==> src/rxcBusPkg.sv <==
`default_nettype none

package rxcBusPkg;

    localparam int DATA_W      = 64;             // Beat width
    localparam int DW_PER_BEAT = DATA_W / 32;
    localparam int OFFSET_W    = $clog2(DW_PER_BEAT);

    // Completions carry a three dword header
    localparam int HDR_DW = 3;

    // First payload dword lands right after DW2 in beat 1
    localparam int START_OFFSET = HDR_DW % DW_PER_BEAT;

endpackage

`default_nettype wire

==> src/rxcTlpPkg.sv <==
`default_nettype none

package rxcTlpPkg;

    // Header field widths
    localparam int FMT_W     = 3;
    localparam int TYPE_W    = 5;
    localparam int LEN_W     = 10;
    localparam int TAG_W     = 8;
    localparam int LOWADDR_W = 7;
    localparam int BYTECNT_W = 12;
    localparam int CPLID_W   = 16;
    localparam int STATUS_W  = 3;

    // DW0 sits in the low half of beat 0
    localparam int FMT_I  = 29;
    localparam int TYPE_I = 24;
    localparam int EP_I   = 14;       // Poisoned bit
    localparam int LEN_I  = 0;

    // DW1 sits in the high half of beat 0
    localparam int BYTECNT_I = 32;
    localparam int STATUS_I  = 45;
    localparam int CPLID_I   = 48;    // Completer ID in the top 16 bits

    // DW2 sits in the low half of beat 1
    localparam int LOWADDR_I = 0;
    localparam int TAG_I     = 8;

    // Cpl and CplD share one type code
    localparam logic [TYPE_W-1:0] TYPE_CPL = 5'b01010;

    // Bit inside the fmt field that marks a TLP with data
    localparam int FMT_PAYLOAD_BIT = 1;

endpackage

`default_nettype wire

==> src/rxcHeaderCapture.sv <==
`timescale 1ns/1ps
`default_nettype none

module rxcHeaderCapture (
    input  wire                                CLK,
    input  wire                                rRST,
    input  wire  [rxcBusPkg::DATA_W-1:0]       rxData,
    input  wire                                rxValid,
    input  wire                                rxSop,
    output logic                               cplActive,
    output logic                               hdrHasData,
    output logic [rxcTlpPkg::LEN_W-1:0]        hdrLength,
    output logic [rxcTlpPkg::TAG_W-1:0]        metaTag,
    output logic [rxcTlpPkg::LOWADDR_W-1:0]    metaAddr,
    output logic [rxcTlpPkg::BYTECNT_W-1:0]    metaBytesRemaining,
    output logic [rxcTlpPkg::CPLID_W-1:0]      metaCompleterId,
    output logic [rxcTlpPkg::STATUS_W-1:0]     metaStatus,
    output logic                               metaEp,
    output logic                               hdrDw2Seen
);
    import rxcTlpPkg::*;

    logic [FMT_W-1:0]  fmt;
    logic [TYPE_W-1:0] tlpType;
    logic              startBeat;
    logic              dw2Beat;

    assign fmt       = rxData[FMT_I +: FMT_W];
    assign tlpType   = rxData[TYPE_I +: TYPE_W];
    assign startBeat = rxValid && rxSop;
    assign dw2Beat   = rxValid && !rxSop && !hdrDw2Seen;   // First beat after the start

    // Completion test and DW2 tracking
    always_ff @(posedge CLK) begin
        if (rRST) begin
            cplActive  <= 1'b0;
            hdrDw2Seen <= 1'b0;
        end else begin
            if (startBeat) begin
                cplActive  <= (tlpType == TYPE_CPL);
                hdrDw2Seen <= 1'b0;
            end else if (dw2Beat) begin
                hdrDw2Seen <= 1'b1;
            end
        end
    end

    // DW0 and DW1 fields from beat 0
    always_ff @(posedge CLK) begin
        if (startBeat) begin
            hdrHasData         <= fmt[FMT_PAYLOAD_BIT];
            hdrLength          <= rxData[LEN_I +: LEN_W];
            metaEp             <= rxData[EP_I];
            metaBytesRemaining <= rxData[BYTECNT_I +: BYTECNT_W];
            metaStatus         <= rxData[STATUS_I +: STATUS_W];
            metaCompleterId    <= rxData[CPLID_I +: CPLID_W];
        end
    end

    // DW2 fields from beat 1
    always_ff @(posedge CLK) begin
        if (dw2Beat) begin
            metaTag  <= rxData[TAG_I +: TAG_W];
            metaAddr <= rxData[LOWADDR_I +: LOWADDR_W];
        end
    end

endmodule

`default_nettype wire

==> src/rxcFraming.sv <==
`timescale 1ns/1ps
`default_nettype none

module rxcFraming (
    input  wire                                  CLK,
    input  wire                                  rRST,
    input  wire  [rxcBusPkg::DATA_W-1:0]         rxData,
    input  wire                                  rxValid,
    input  wire                                  rxEop,
    input  wire                                  cplActive,
    input  wire                                  hdrHasData,
    input  wire  [rxcTlpPkg::LEN_W-1:0]          hdrLength,
    input  wire                                  hdrDw2Seen,
    output logic                                 frmValid,
    output logic [rxcBusPkg::DATA_W-1:0]         frmData,
    output logic                                 frmStart,
    output logic                                 frmEnd,
    output logic [rxcBusPkg::OFFSET_W-1:0]       frmEndOffset,
    output logic [rxcBusPkg::DW_PER_BEAT-1:0]    frmWordEnable
);
    import rxcBusPkg::*;
    import rxcTlpPkg::*;

    logic                   sopNext;      // Next accepted beat opens a new TLP
    logic                   accept;
    logic                   startBeat;
    logic [LEN_W-1:0]       lastDw;
    logic [OFFSET_W-1:0]    endOffset;
    logic [DW_PER_BEAT-1:0] startMask;
    logic [DW_PER_BEAT-1:0] endMask;

    // Beat 1 onwards of a completion
    assign accept    = rxValid && cplActive && !sopNext;
    assign startBeat = !hdrDw2Seen;       // DW2 not latched yet, so this is beat 1

    // Dword index of the last payload dword counted from DW0
    assign lastDw    = LEN_W'(HDR_DW - 1) + hdrLength;
    assign endOffset = lastDw[OFFSET_W-1:0];

    always_comb begin
        for (int i = 0; i < DW_PER_BEAT; i++) begin
            startMask[i] = !startBeat || (i >= START_OFFSET);   // Skip DW2 on beat 1
            endMask[i]   = !rxEop || (i <= endOffset);
        end
    end

    // Position tracking from the end flags
    always_ff @(posedge CLK) begin
        if (rRST) begin
            sopNext  <= 1'b1;
            frmValid <= 1'b0;
        end else begin
            if (rxValid) begin
                sopNext <= rxEop;
            end
            frmValid <= accept;
        end
    end

    always_ff @(posedge CLK) begin
        if (accept) begin
            frmData       <= rxData;
            frmStart      <= startBeat;
            frmEnd        <= rxEop;
            frmEndOffset  <= endOffset;
            frmWordEnable <= hdrHasData ? (startMask & endMask) : '0;   // Cpl has no payload
        end
    end

endmodule

`default_nettype wire

==> src/rxcOutputStage.sv <==
`timescale 1ns/1ps
`default_nettype none

module rxcOutputStage (
    input  wire                                  CLK,
    input  wire                                  rRST,
    input  wire                                  frmValid,
    input  wire  [rxcBusPkg::DATA_W-1:0]         frmData,
    input  wire                                  frmStart,
    input  wire                                  frmEnd,
    input  wire  [rxcBusPkg::OFFSET_W-1:0]       frmEndOffset,
    input  wire  [rxcBusPkg::DW_PER_BEAT-1:0]    frmWordEnable,
    input  wire  [rxcTlpPkg::LEN_W-1:0]          hdrLength,
    input  wire  [rxcTlpPkg::TAG_W-1:0]          metaTag,
    input  wire  [rxcTlpPkg::LOWADDR_W-1:0]      metaAddr,
    input  wire  [rxcTlpPkg::BYTECNT_W-1:0]      metaBytesRemaining,
    input  wire  [rxcTlpPkg::CPLID_W-1:0]        metaCompleterId,
    input  wire  [rxcTlpPkg::STATUS_W-1:0]       metaStatus,
    input  wire                                  metaEp,
    output logic                                 rxcValid,
    output logic [rxcBusPkg::DATA_W-1:0]         rxcData,
    output logic [rxcBusPkg::DW_PER_BEAT-1:0]    rxcWordEnable,
    output logic                                 rxcStartFlag,
    output logic [rxcBusPkg::OFFSET_W-1:0]       rxcStartOffset,
    output logic                                 rxcEndFlag,
    output logic [rxcBusPkg::OFFSET_W-1:0]       rxcEndOffset,
    output logic [rxcTlpPkg::LEN_W-1:0]          rxcMetaLength,
    output logic [rxcTlpPkg::TAG_W-1:0]          rxcMetaTag,
    output logic [rxcTlpPkg::LOWADDR_W-1:0]      rxcMetaAddr,
    output logic [rxcTlpPkg::BYTECNT_W-1:0]      rxcMetaBytesRemaining,
    output logic [rxcTlpPkg::CPLID_W-1:0]        rxcMetaCompleterId,
    output logic [rxcTlpPkg::STATUS_W-1:0]       rxcMetaStatus,
    output logic                                 rxcMetaEp
);
    import rxcBusPkg::*;

    assign rxcStartOffset = OFFSET_W'(START_OFFSET);   // Fixed for 3DW headers

    always_ff @(posedge CLK) begin
        if (rRST) begin
            rxcValid <= 1'b0;
        end else begin
            rxcValid <= frmValid;
        end
    end

    always_ff @(posedge CLK) begin
        if (frmValid) begin
            rxcData       <= frmData;
            rxcWordEnable <= frmWordEnable;
            rxcStartFlag  <= frmStart;
            rxcEndFlag    <= frmEnd;
            rxcEndOffset  <= frmEndOffset;
        end
    end

    // Metadata held for the whole completion
    always_ff @(posedge CLK) begin
        if (frmValid && frmStart) begin
            rxcMetaLength         <= hdrLength;
            rxcMetaTag            <= metaTag;
            rxcMetaAddr           <= metaAddr;
            rxcMetaBytesRemaining <= metaBytesRemaining;
            rxcMetaCompleterId    <= metaCompleterId;
            rxcMetaStatus         <= metaStatus;
            rxcMetaEp             <= metaEp;
        end
    end

endmodule

`default_nettype wire

==> src/rxcEngine.sv <==
`timescale 1ns/1ps
`default_nettype none

module rxcEngine (
    input  wire                                  CLK,
    input  wire                                  rRST,
    input  wire  [rxcBusPkg::DATA_W-1:0]         rxData,
    input  wire                                  rxValid,
    input  wire                                  rxSop,
    input  wire                                  rxEop,
    output wire                                  rxcValid,
    output wire  [rxcBusPkg::DATA_W-1:0]         rxcData,
    output wire  [rxcBusPkg::DW_PER_BEAT-1:0]    rxcWordEnable,
    output wire                                  rxcStartFlag,
    output wire  [rxcBusPkg::OFFSET_W-1:0]       rxcStartOffset,
    output wire                                  rxcEndFlag,
    output wire  [rxcBusPkg::OFFSET_W-1:0]       rxcEndOffset,
    output wire  [rxcTlpPkg::LEN_W-1:0]          rxcMetaLength,
    output wire  [rxcTlpPkg::TAG_W-1:0]          rxcMetaTag,
    output wire  [rxcTlpPkg::LOWADDR_W-1:0]      rxcMetaAddr,
    output wire  [rxcTlpPkg::BYTECNT_W-1:0]      rxcMetaBytesRemaining,
    output wire  [rxcTlpPkg::CPLID_W-1:0]        rxcMetaCompleterId,
    output wire  [rxcTlpPkg::STATUS_W-1:0]       rxcMetaStatus,
    output wire                                  rxcMetaEp
);
    import rxcBusPkg::*;
    import rxcTlpPkg::*;

    // Header capture to framing and output
    wire                   cplActive;
    wire                   hdrHasData;
    wire [LEN_W-1:0]       hdrLength;
    wire                   hdrDw2Seen;
    wire [TAG_W-1:0]       metaTag;
    wire [LOWADDR_W-1:0]   metaAddr;
    wire [BYTECNT_W-1:0]   metaBytesRemaining;
    wire [CPLID_W-1:0]     metaCompleterId;
    wire [STATUS_W-1:0]    metaStatus;
    wire                   metaEp;

    // Framed beat
    wire                   frmValid;
    wire [DATA_W-1:0]      frmData;
    wire                   frmStart;
    wire                   frmEnd;
    wire [OFFSET_W-1:0]    frmEndOffset;
    wire [DW_PER_BEAT-1:0] frmWordEnable;

    rxcHeaderCapture u_rxcHeaderCapture (
        .CLK                (CLK),
        .rRST               (rRST),
        .rxData             (rxData),
        .rxValid            (rxValid),
        .rxSop              (rxSop),
        .cplActive          (cplActive),
        .hdrHasData         (hdrHasData),
        .hdrLength          (hdrLength),
        .metaTag            (metaTag),
        .metaAddr           (metaAddr),
        .metaBytesRemaining (metaBytesRemaining),
        .metaCompleterId    (metaCompleterId),
        .metaStatus         (metaStatus),
        .metaEp             (metaEp),
        .hdrDw2Seen         (hdrDw2Seen)
    );

    rxcFraming u_rxcFraming (
        .CLK           (CLK),
        .rRST          (rRST),
        .rxData        (rxData),
        .rxValid       (rxValid),
        .rxEop         (rxEop),
        .cplActive     (cplActive),
        .hdrHasData    (hdrHasData),
        .hdrLength     (hdrLength),
        .hdrDw2Seen    (hdrDw2Seen),
        .frmValid      (frmValid),
        .frmData       (frmData),
        .frmStart      (frmStart),
        .frmEnd        (frmEnd),
        .frmEndOffset  (frmEndOffset),
        .frmWordEnable (frmWordEnable)
    );

    rxcOutputStage u_rxcOutputStage (
        .CLK                   (CLK),
        .rRST                  (rRST),
        .frmValid              (frmValid),
        .frmData               (frmData),
        .frmStart              (frmStart),
        .frmEnd                (frmEnd),
        .frmEndOffset          (frmEndOffset),
        .frmWordEnable         (frmWordEnable),
        .hdrLength             (hdrLength),
        .metaTag               (metaTag),
        .metaAddr              (metaAddr),
        .metaBytesRemaining    (metaBytesRemaining),
        .metaCompleterId       (metaCompleterId),
        .metaStatus            (metaStatus),
        .metaEp                (metaEp),
        .rxcValid              (rxcValid),
        .rxcData               (rxcData),
        .rxcWordEnable         (rxcWordEnable),
        .rxcStartFlag          (rxcStartFlag),
        .rxcStartOffset        (rxcStartOffset),
        .rxcEndFlag            (rxcEndFlag),
        .rxcEndOffset          (rxcEndOffset),
        .rxcMetaLength         (rxcMetaLength),
        .rxcMetaTag            (rxcMetaTag),
        .rxcMetaAddr           (rxcMetaAddr),
        .rxcMetaBytesRemaining (rxcMetaBytesRemaining),
        .rxcMetaCompleterId    (rxcMetaCompleterId),
        .rxcMetaStatus         (rxcMetaStatus),
        .rxcMetaEp             (rxcMetaEp)
    );

endmodule

`default_nettype wire

==> config.mk <==
export PLATFORM = sky130hd
export DESIGN_NAME = rxcEngine
export DESIGN_NICKNAME = d
export VERILOG_FILES = /design/src/rxcBusPkg.sv /design/src/rxcTlpPkg.sv /design/src/rxcHeaderCapture.sv /design/src/rxcFraming.sv /design/src/rxcOutputStage.sv /design/src/rxcEngine.sv
export SDC_FILE = /design/constraint.sdc
export NUM_CORES = 1
export LEC_CHECK = 0
export BUFFER_PORTS_ARGS = -buffer_cell sky130_fd_sc_hd__buf_2
export CAP_MARGIN = 30
export CORE_MARGIN = 2
export CORE_UTILIZATION = 52
export DETAILED_ROUTE_END_ITERATION = 7
export PLACE_DENSITY = 0.78
export REMOVE_ABC_BUFFERS = 1
export SETUP_SLACK_MARGIN = 0.4
export SLEW_MARGIN = 15
export SYNTH_ARGS = -nofsm -noshare
export SYNTH_HDL_FRONTEND = slang
export SYNTH_SLANG_ARGS = --single-unit
==> constraint.sdc <==
create_clock -name CLK -period 4.2 [get_ports CLK]
set_input_delay 0.21 -clock CLK [delete_from_list [all_inputs] [get_ports CLK]]
set_output_delay 0.21 -clock CLK [all_outputs]
set_load 0.03 [all_outputs]
; Yosys cells after proc, flatten, opt, wreduce, memory -nomap -nowiden
; Cells that the tools add are included.
[word_totals]
in_bits = 69
output_inout_bits = 128
word_cells = 46
reg_bits = 258
[classes]
n_addsub = 1
magnitude_cmp = 1
reduce_logical = 12
bitwise_logic = 1
eq_ne = 1
[op_table]
columns = operator, count
row1 = logical AND 1 bit, 6
row2 = == test 5 x 4 -> 1 bit (second input constant), 1
row3 = zero test 1 bit, 4
row4 = AND 2 bit, 1
row5 = OR reduction 2 bit, 1
row6 = adder 1 bit (first input constant), 1
row7 = less-or-equal comparator 1 bit (first input constant), 1
row8 = logical OR 1 bit, 1

; Logic depth before layout (Yosys ltp)
[logic_depth]
ltp_word = 4
mapped_depth = 2
ltp_nobuf = 2

; Modules after synthesis
; From an unflattened synthesis, not the netlist that was laid out.
[hier_totals]
cells_unflattened = 279
hier_area_um2 = 7836.3
[by_module_without_submodules]
columns = mod, cells_each, n_inst, area_each_um2
row1 = rxcOutputStage, 131, 1, 3834.9
row2 = rxcFraming, 80, 1, 2160.8
row3 = rxcHeaderCapture, 68, 1, 1840.5

; Least setup slack after synthesis
; No wires, ideal clock.
[synth_timing]
path_kind = reg-to-reg
start = register u_rxcFraming.frmValid
end = register u_rxcOutputStage.rxcMetaAddr[0] (netlist bit) (enable)
setup_time_ps = 421
setup_slack_ps = 427
t_arrival_ps = 3353
stages_incl_launch_ff = 2
cell_sequence = dfxtp_1 > and2_1
[synth_between]
elab_chain_cells = 1
[synth_lines]
columns = item, line
row1 = "start, declared", rxcFraming.sv:14  ; output logic frmValid,
row2 = "start signal, assigned", rxcFraming.sv:56  ; frmValid <= accept;
row3 = logical AND 1 bit, rxcOutputStage.sv:59  ; if (frmValid && frmStart) begin
row4 = "end signal, assigned", rxcOutputStage.sv:62  ; rxcMetaAddr <= metaAddr;
row5 = "end, declared", rxcOutputStage.sv:29  ; output logic [rxcTlpPkg::LOWADDR_W-1:0] rxcMetaAddr,
; No other way between the ends.
; A chain may end at the register's enable or synchronous reset.

; Worst setup path in the final report
[layout_timing]
start = register u_rxcFraming.frmValid
end = register u_rxcOutputStage.rxcMetaStatus[2] (netlist bit) (enable)
[layout_between]
elab_chain_cells = 1
[layout_lines]
columns = item, line
row1 = logical AND 1 bit, rxcOutputStage.sv:59
row2 = "end signal, assigned", rxcOutputStage.sv:65  ; rxcMetaStatus <= metaStatus;
row3 = "end, declared", rxcOutputStage.sv:32  ; output logic [rxcTlpPkg::STATUS_W-1:0] rxcMetaStatus,
; No other way between the ends.

==> results_dict.tcl <==
set metrics [dict create \
    r2r_slack_ns 2.41 \
    wl_per_cell_um 18.21 \
    cts_max_path_buffers 3 \
    synth_ff_type "edfxtp_1" \
    clk_pin_slew_worst_paths_ns 0.06 \
    finalClockSkew_ns 0.01917 \
    dp_hpwl_um 8215 \
    clkLatencyLatePin_ns 0.51 \
    ios 197 \
    cellPowerDensity_nw_per_um2 496.7 \
    startpoint "u_rxcFraming.frmValid" \
    ys_ff_latch 258 \
    grt_max_degree 71 \
    async_reset_ff_frac 0 \
    dieArea_um2 16070 \
    r2r_cells 2 \
    setup_tns_ns 0 \
    synth-edff-count 253 \
    antenna_found_initial 0 \
    period_needed_ns 1.785 \
    diodes 0 \
    grt_use_total 0.1740 \
    required_ns 4.37 \
    cp.depth 2 \
    ir_drop_mv 0.5067 \
    num_vias 3727 \
    wirelength_um 14120 \
    ys_seq_area_frac 0.9821 \
    htreeDepth 1 \
    grt_pass1_wl_um 21110 \
    ys_top_cells_by_area "edfxtp_1 (97%), dfxtp_1 (1.3%), nand4bb_1 (0.29%)" \
    drt_iter0_drc 260 \
    cpPeakStageDelay_ns 0.61 \
    ctsResizeCount 0 \
    synth_top_area_frac 0.9693 \
    coreArea_um2 14640 \
    outcome "completed" \
    setup_ws_ns 2.415 \
    clock-sinks 258 \
    io_buffers 195 \
    p_leak_nw 3.879 \
    synth_area_leader_cell "edfxtp_1" \
    drv_cap 0 \
    fin_crit_sh 0.4250 \
    end_kind "flip-flop" \
    start_kind "flip-flop" \
    critPathBufInv 1 \
    hold_class "input pin to flip-flop" \
    drv_slew 0 \
    criticalPathCategory "flip-flop to flip-flop" \
    final-hold-violation-count 0 \
    path_cells "and2_2 > buf_4" \
    fp.dieH_um 126.8 \
    ys.warnings.count 0 \
    synth_common_cells "edfxtp_1 (253), dfxtp_1 (5), inv_1 (3)" \
    via_per_inst 4.809 \
    syn_area_per_cell_um2 28.09 \
    overflow 0 \
    maxSlewHeadroom 0.3839 \
    fp-row-count 44 \
    place.gp.congestion 0.7401 \
    initial_utilization 0.5352 \
    min_from "rxSop" \
    hold_path_end "u_rxcHeaderCapture.metaAddr[3]" \
    fin_nets 641 \
    fmax_mhz 560.2 \
    rsz0062_at_grt "false" \
    die_w_um 126.8 \
    reg2reg_to "u_rxcOutputStage.rxcMetaStatus[2]" \
    placed_area_um2 9091 \
    worstHoldPathCells 2 \
    tightest_slew_ns 0.9242 \
    cts_tree "built" \
    cts_root_buf "clkbuf_16" \
    synth_cell_types 16 \
    synthCells 279 \
    grt_pass1_vias 3896 \
    crit_family "simple AND/OR/NAND/NOR gates" \
    drc 0 \
    cp.arrival_ns 1.96 \
    r2r-start "u_rxcFraming.frmValid" \
    cp_max_fo 30 \
    crit_path_top_delay_cell "and2_2" \
    setup_viol 0 \
    syn2layout_area_growth_pct 35.47 \
    final_area_um2 10620 \
    numCtsBuffers 25 \
    drive_gt1_frac 0.4129 \
    ant_nets 0 \
    drt_first_pass_iters 4 \
    synth_area_um2 7838 \
    place_ws_ns 2.376 \
    yosysMostFrequentCell "edfxtp_1" \
]
worst register-to-register path, cell delays in order, from the launching register on:
cell     delay, ns
dfxtp_4       0.34
and2_2        0.61
buf_4         0.50
power by group:
part           internal (W)  switching [W]  leakage [nW]
Clock               0.00140       0.000891         0.419
Sequential          0.00286      0.0000110          2.34
Combinational     0.0000679      0.0000475          1.12
what timing repair did:
| item | 4_1_cts | 5_1_grt |
|---|---|---|
| endpoints found under the hold margin | 128 | 0 |
| setup buffers | 0 | 0 |
| hold buffers | 67 | 0 |
cells by family after synthesis:
family,count (synthesis),share of synthesized area
flops,258,0.9821
simple gates,13,0.01086
buf+inv,4,0.002395
compound gates,3,0.004152
other cells,1,0.0004785
worst max-delay path by stage:
stage	slack, ns	endpoint
2_1_floorplan	0.43	u_rxcOutputStage.rxcMetaAddr[0]
3_3_place_gp	2.47	u_rxcOutputStage.rxcMetaBytesRemaining[2]
3_5_place_dp	2.38	u_rxcOutputStage.rxcMetaLength[3]
4_1_cts	2.39	u_rxcOutputStage.rxcMetaStatus[2]
5_1_grt	2.30	u_rxcOutputStage.rxcMetaStatus[2]
6_report	2.41	u_rxcOutputStage.rxcMetaStatus[2]
per-layer routing:
layer  GRT usage  up-vias  routed length (µm)
met2      0.3189      149                7577
met1      0.2057     1831                5269
met4     0.04977        0                 348
li1            -     1714                   -
met5           0        -                   0
met3     0.04260       33                 921
registers in the layout (all words and copies together) (netlist names), 10 cells and up:
name	cells
u_rxcFraming.frmData	64
u_rxcOutputStage.rxcData	64
u_rxcHeaderCapture.metaCompleterId	16
u_rxcOutputStage.rxcMetaCompleterId	16
u_rxcHeaderCapture.metaBytesRemaining	12
u_rxcOutputStage.rxcMetaBytesRemaining	12
u_rxcHeaderCapture.hdrLength	10
u_rxcOutputStage.rxcMetaLength	10
metrics by stage:
step / cells / hold WS, ns / total power (W) / util
finish: 775 / 0.04388 / 0.005274 / 0.7251
global route: 775 / 0.02521 / 0.005431 / 0.7251
detailed placement: 662 / 0.3886 / 0.002987 / 0.6208
floorplan: 278 / 0.2816 / 0.002932 / -
CTS: 775 / 0.02965 / 0.005319 / 0.7251
global placement: 662 / 0.3880 / 0.002979 / 0.6208
cell type report:
cell class                      count  area [µm²]
Clock buffer                       28       636.9
Clock inverter                     18       219.0
Fill cell                         847        4026
Inverter                            3       11.26
Multi-Input combinational cell     17       135.1
Sequential cell                   258        7701
Tap cell                          184       230.2
Timing Repair Buffer              267        1684
cell usage in the layout, fill, tap and decap left out, drive strengths merged:
cell         instances
nand4bb              2
o32ai                1
edfxtp             253
clkinvlp             1
nor2                 2
a211o                1
clkbuf              28
dlygate4sd3         67
a21boi               1
nor3                 2
nor3b                1
inv                  5
clkinv              10
nor2b                2
dfxtp                5
conb                 1
and2                 3
bufinv               5
buf                200
nand2                1
Note: power is estimated with default switching activity, not from simulation.
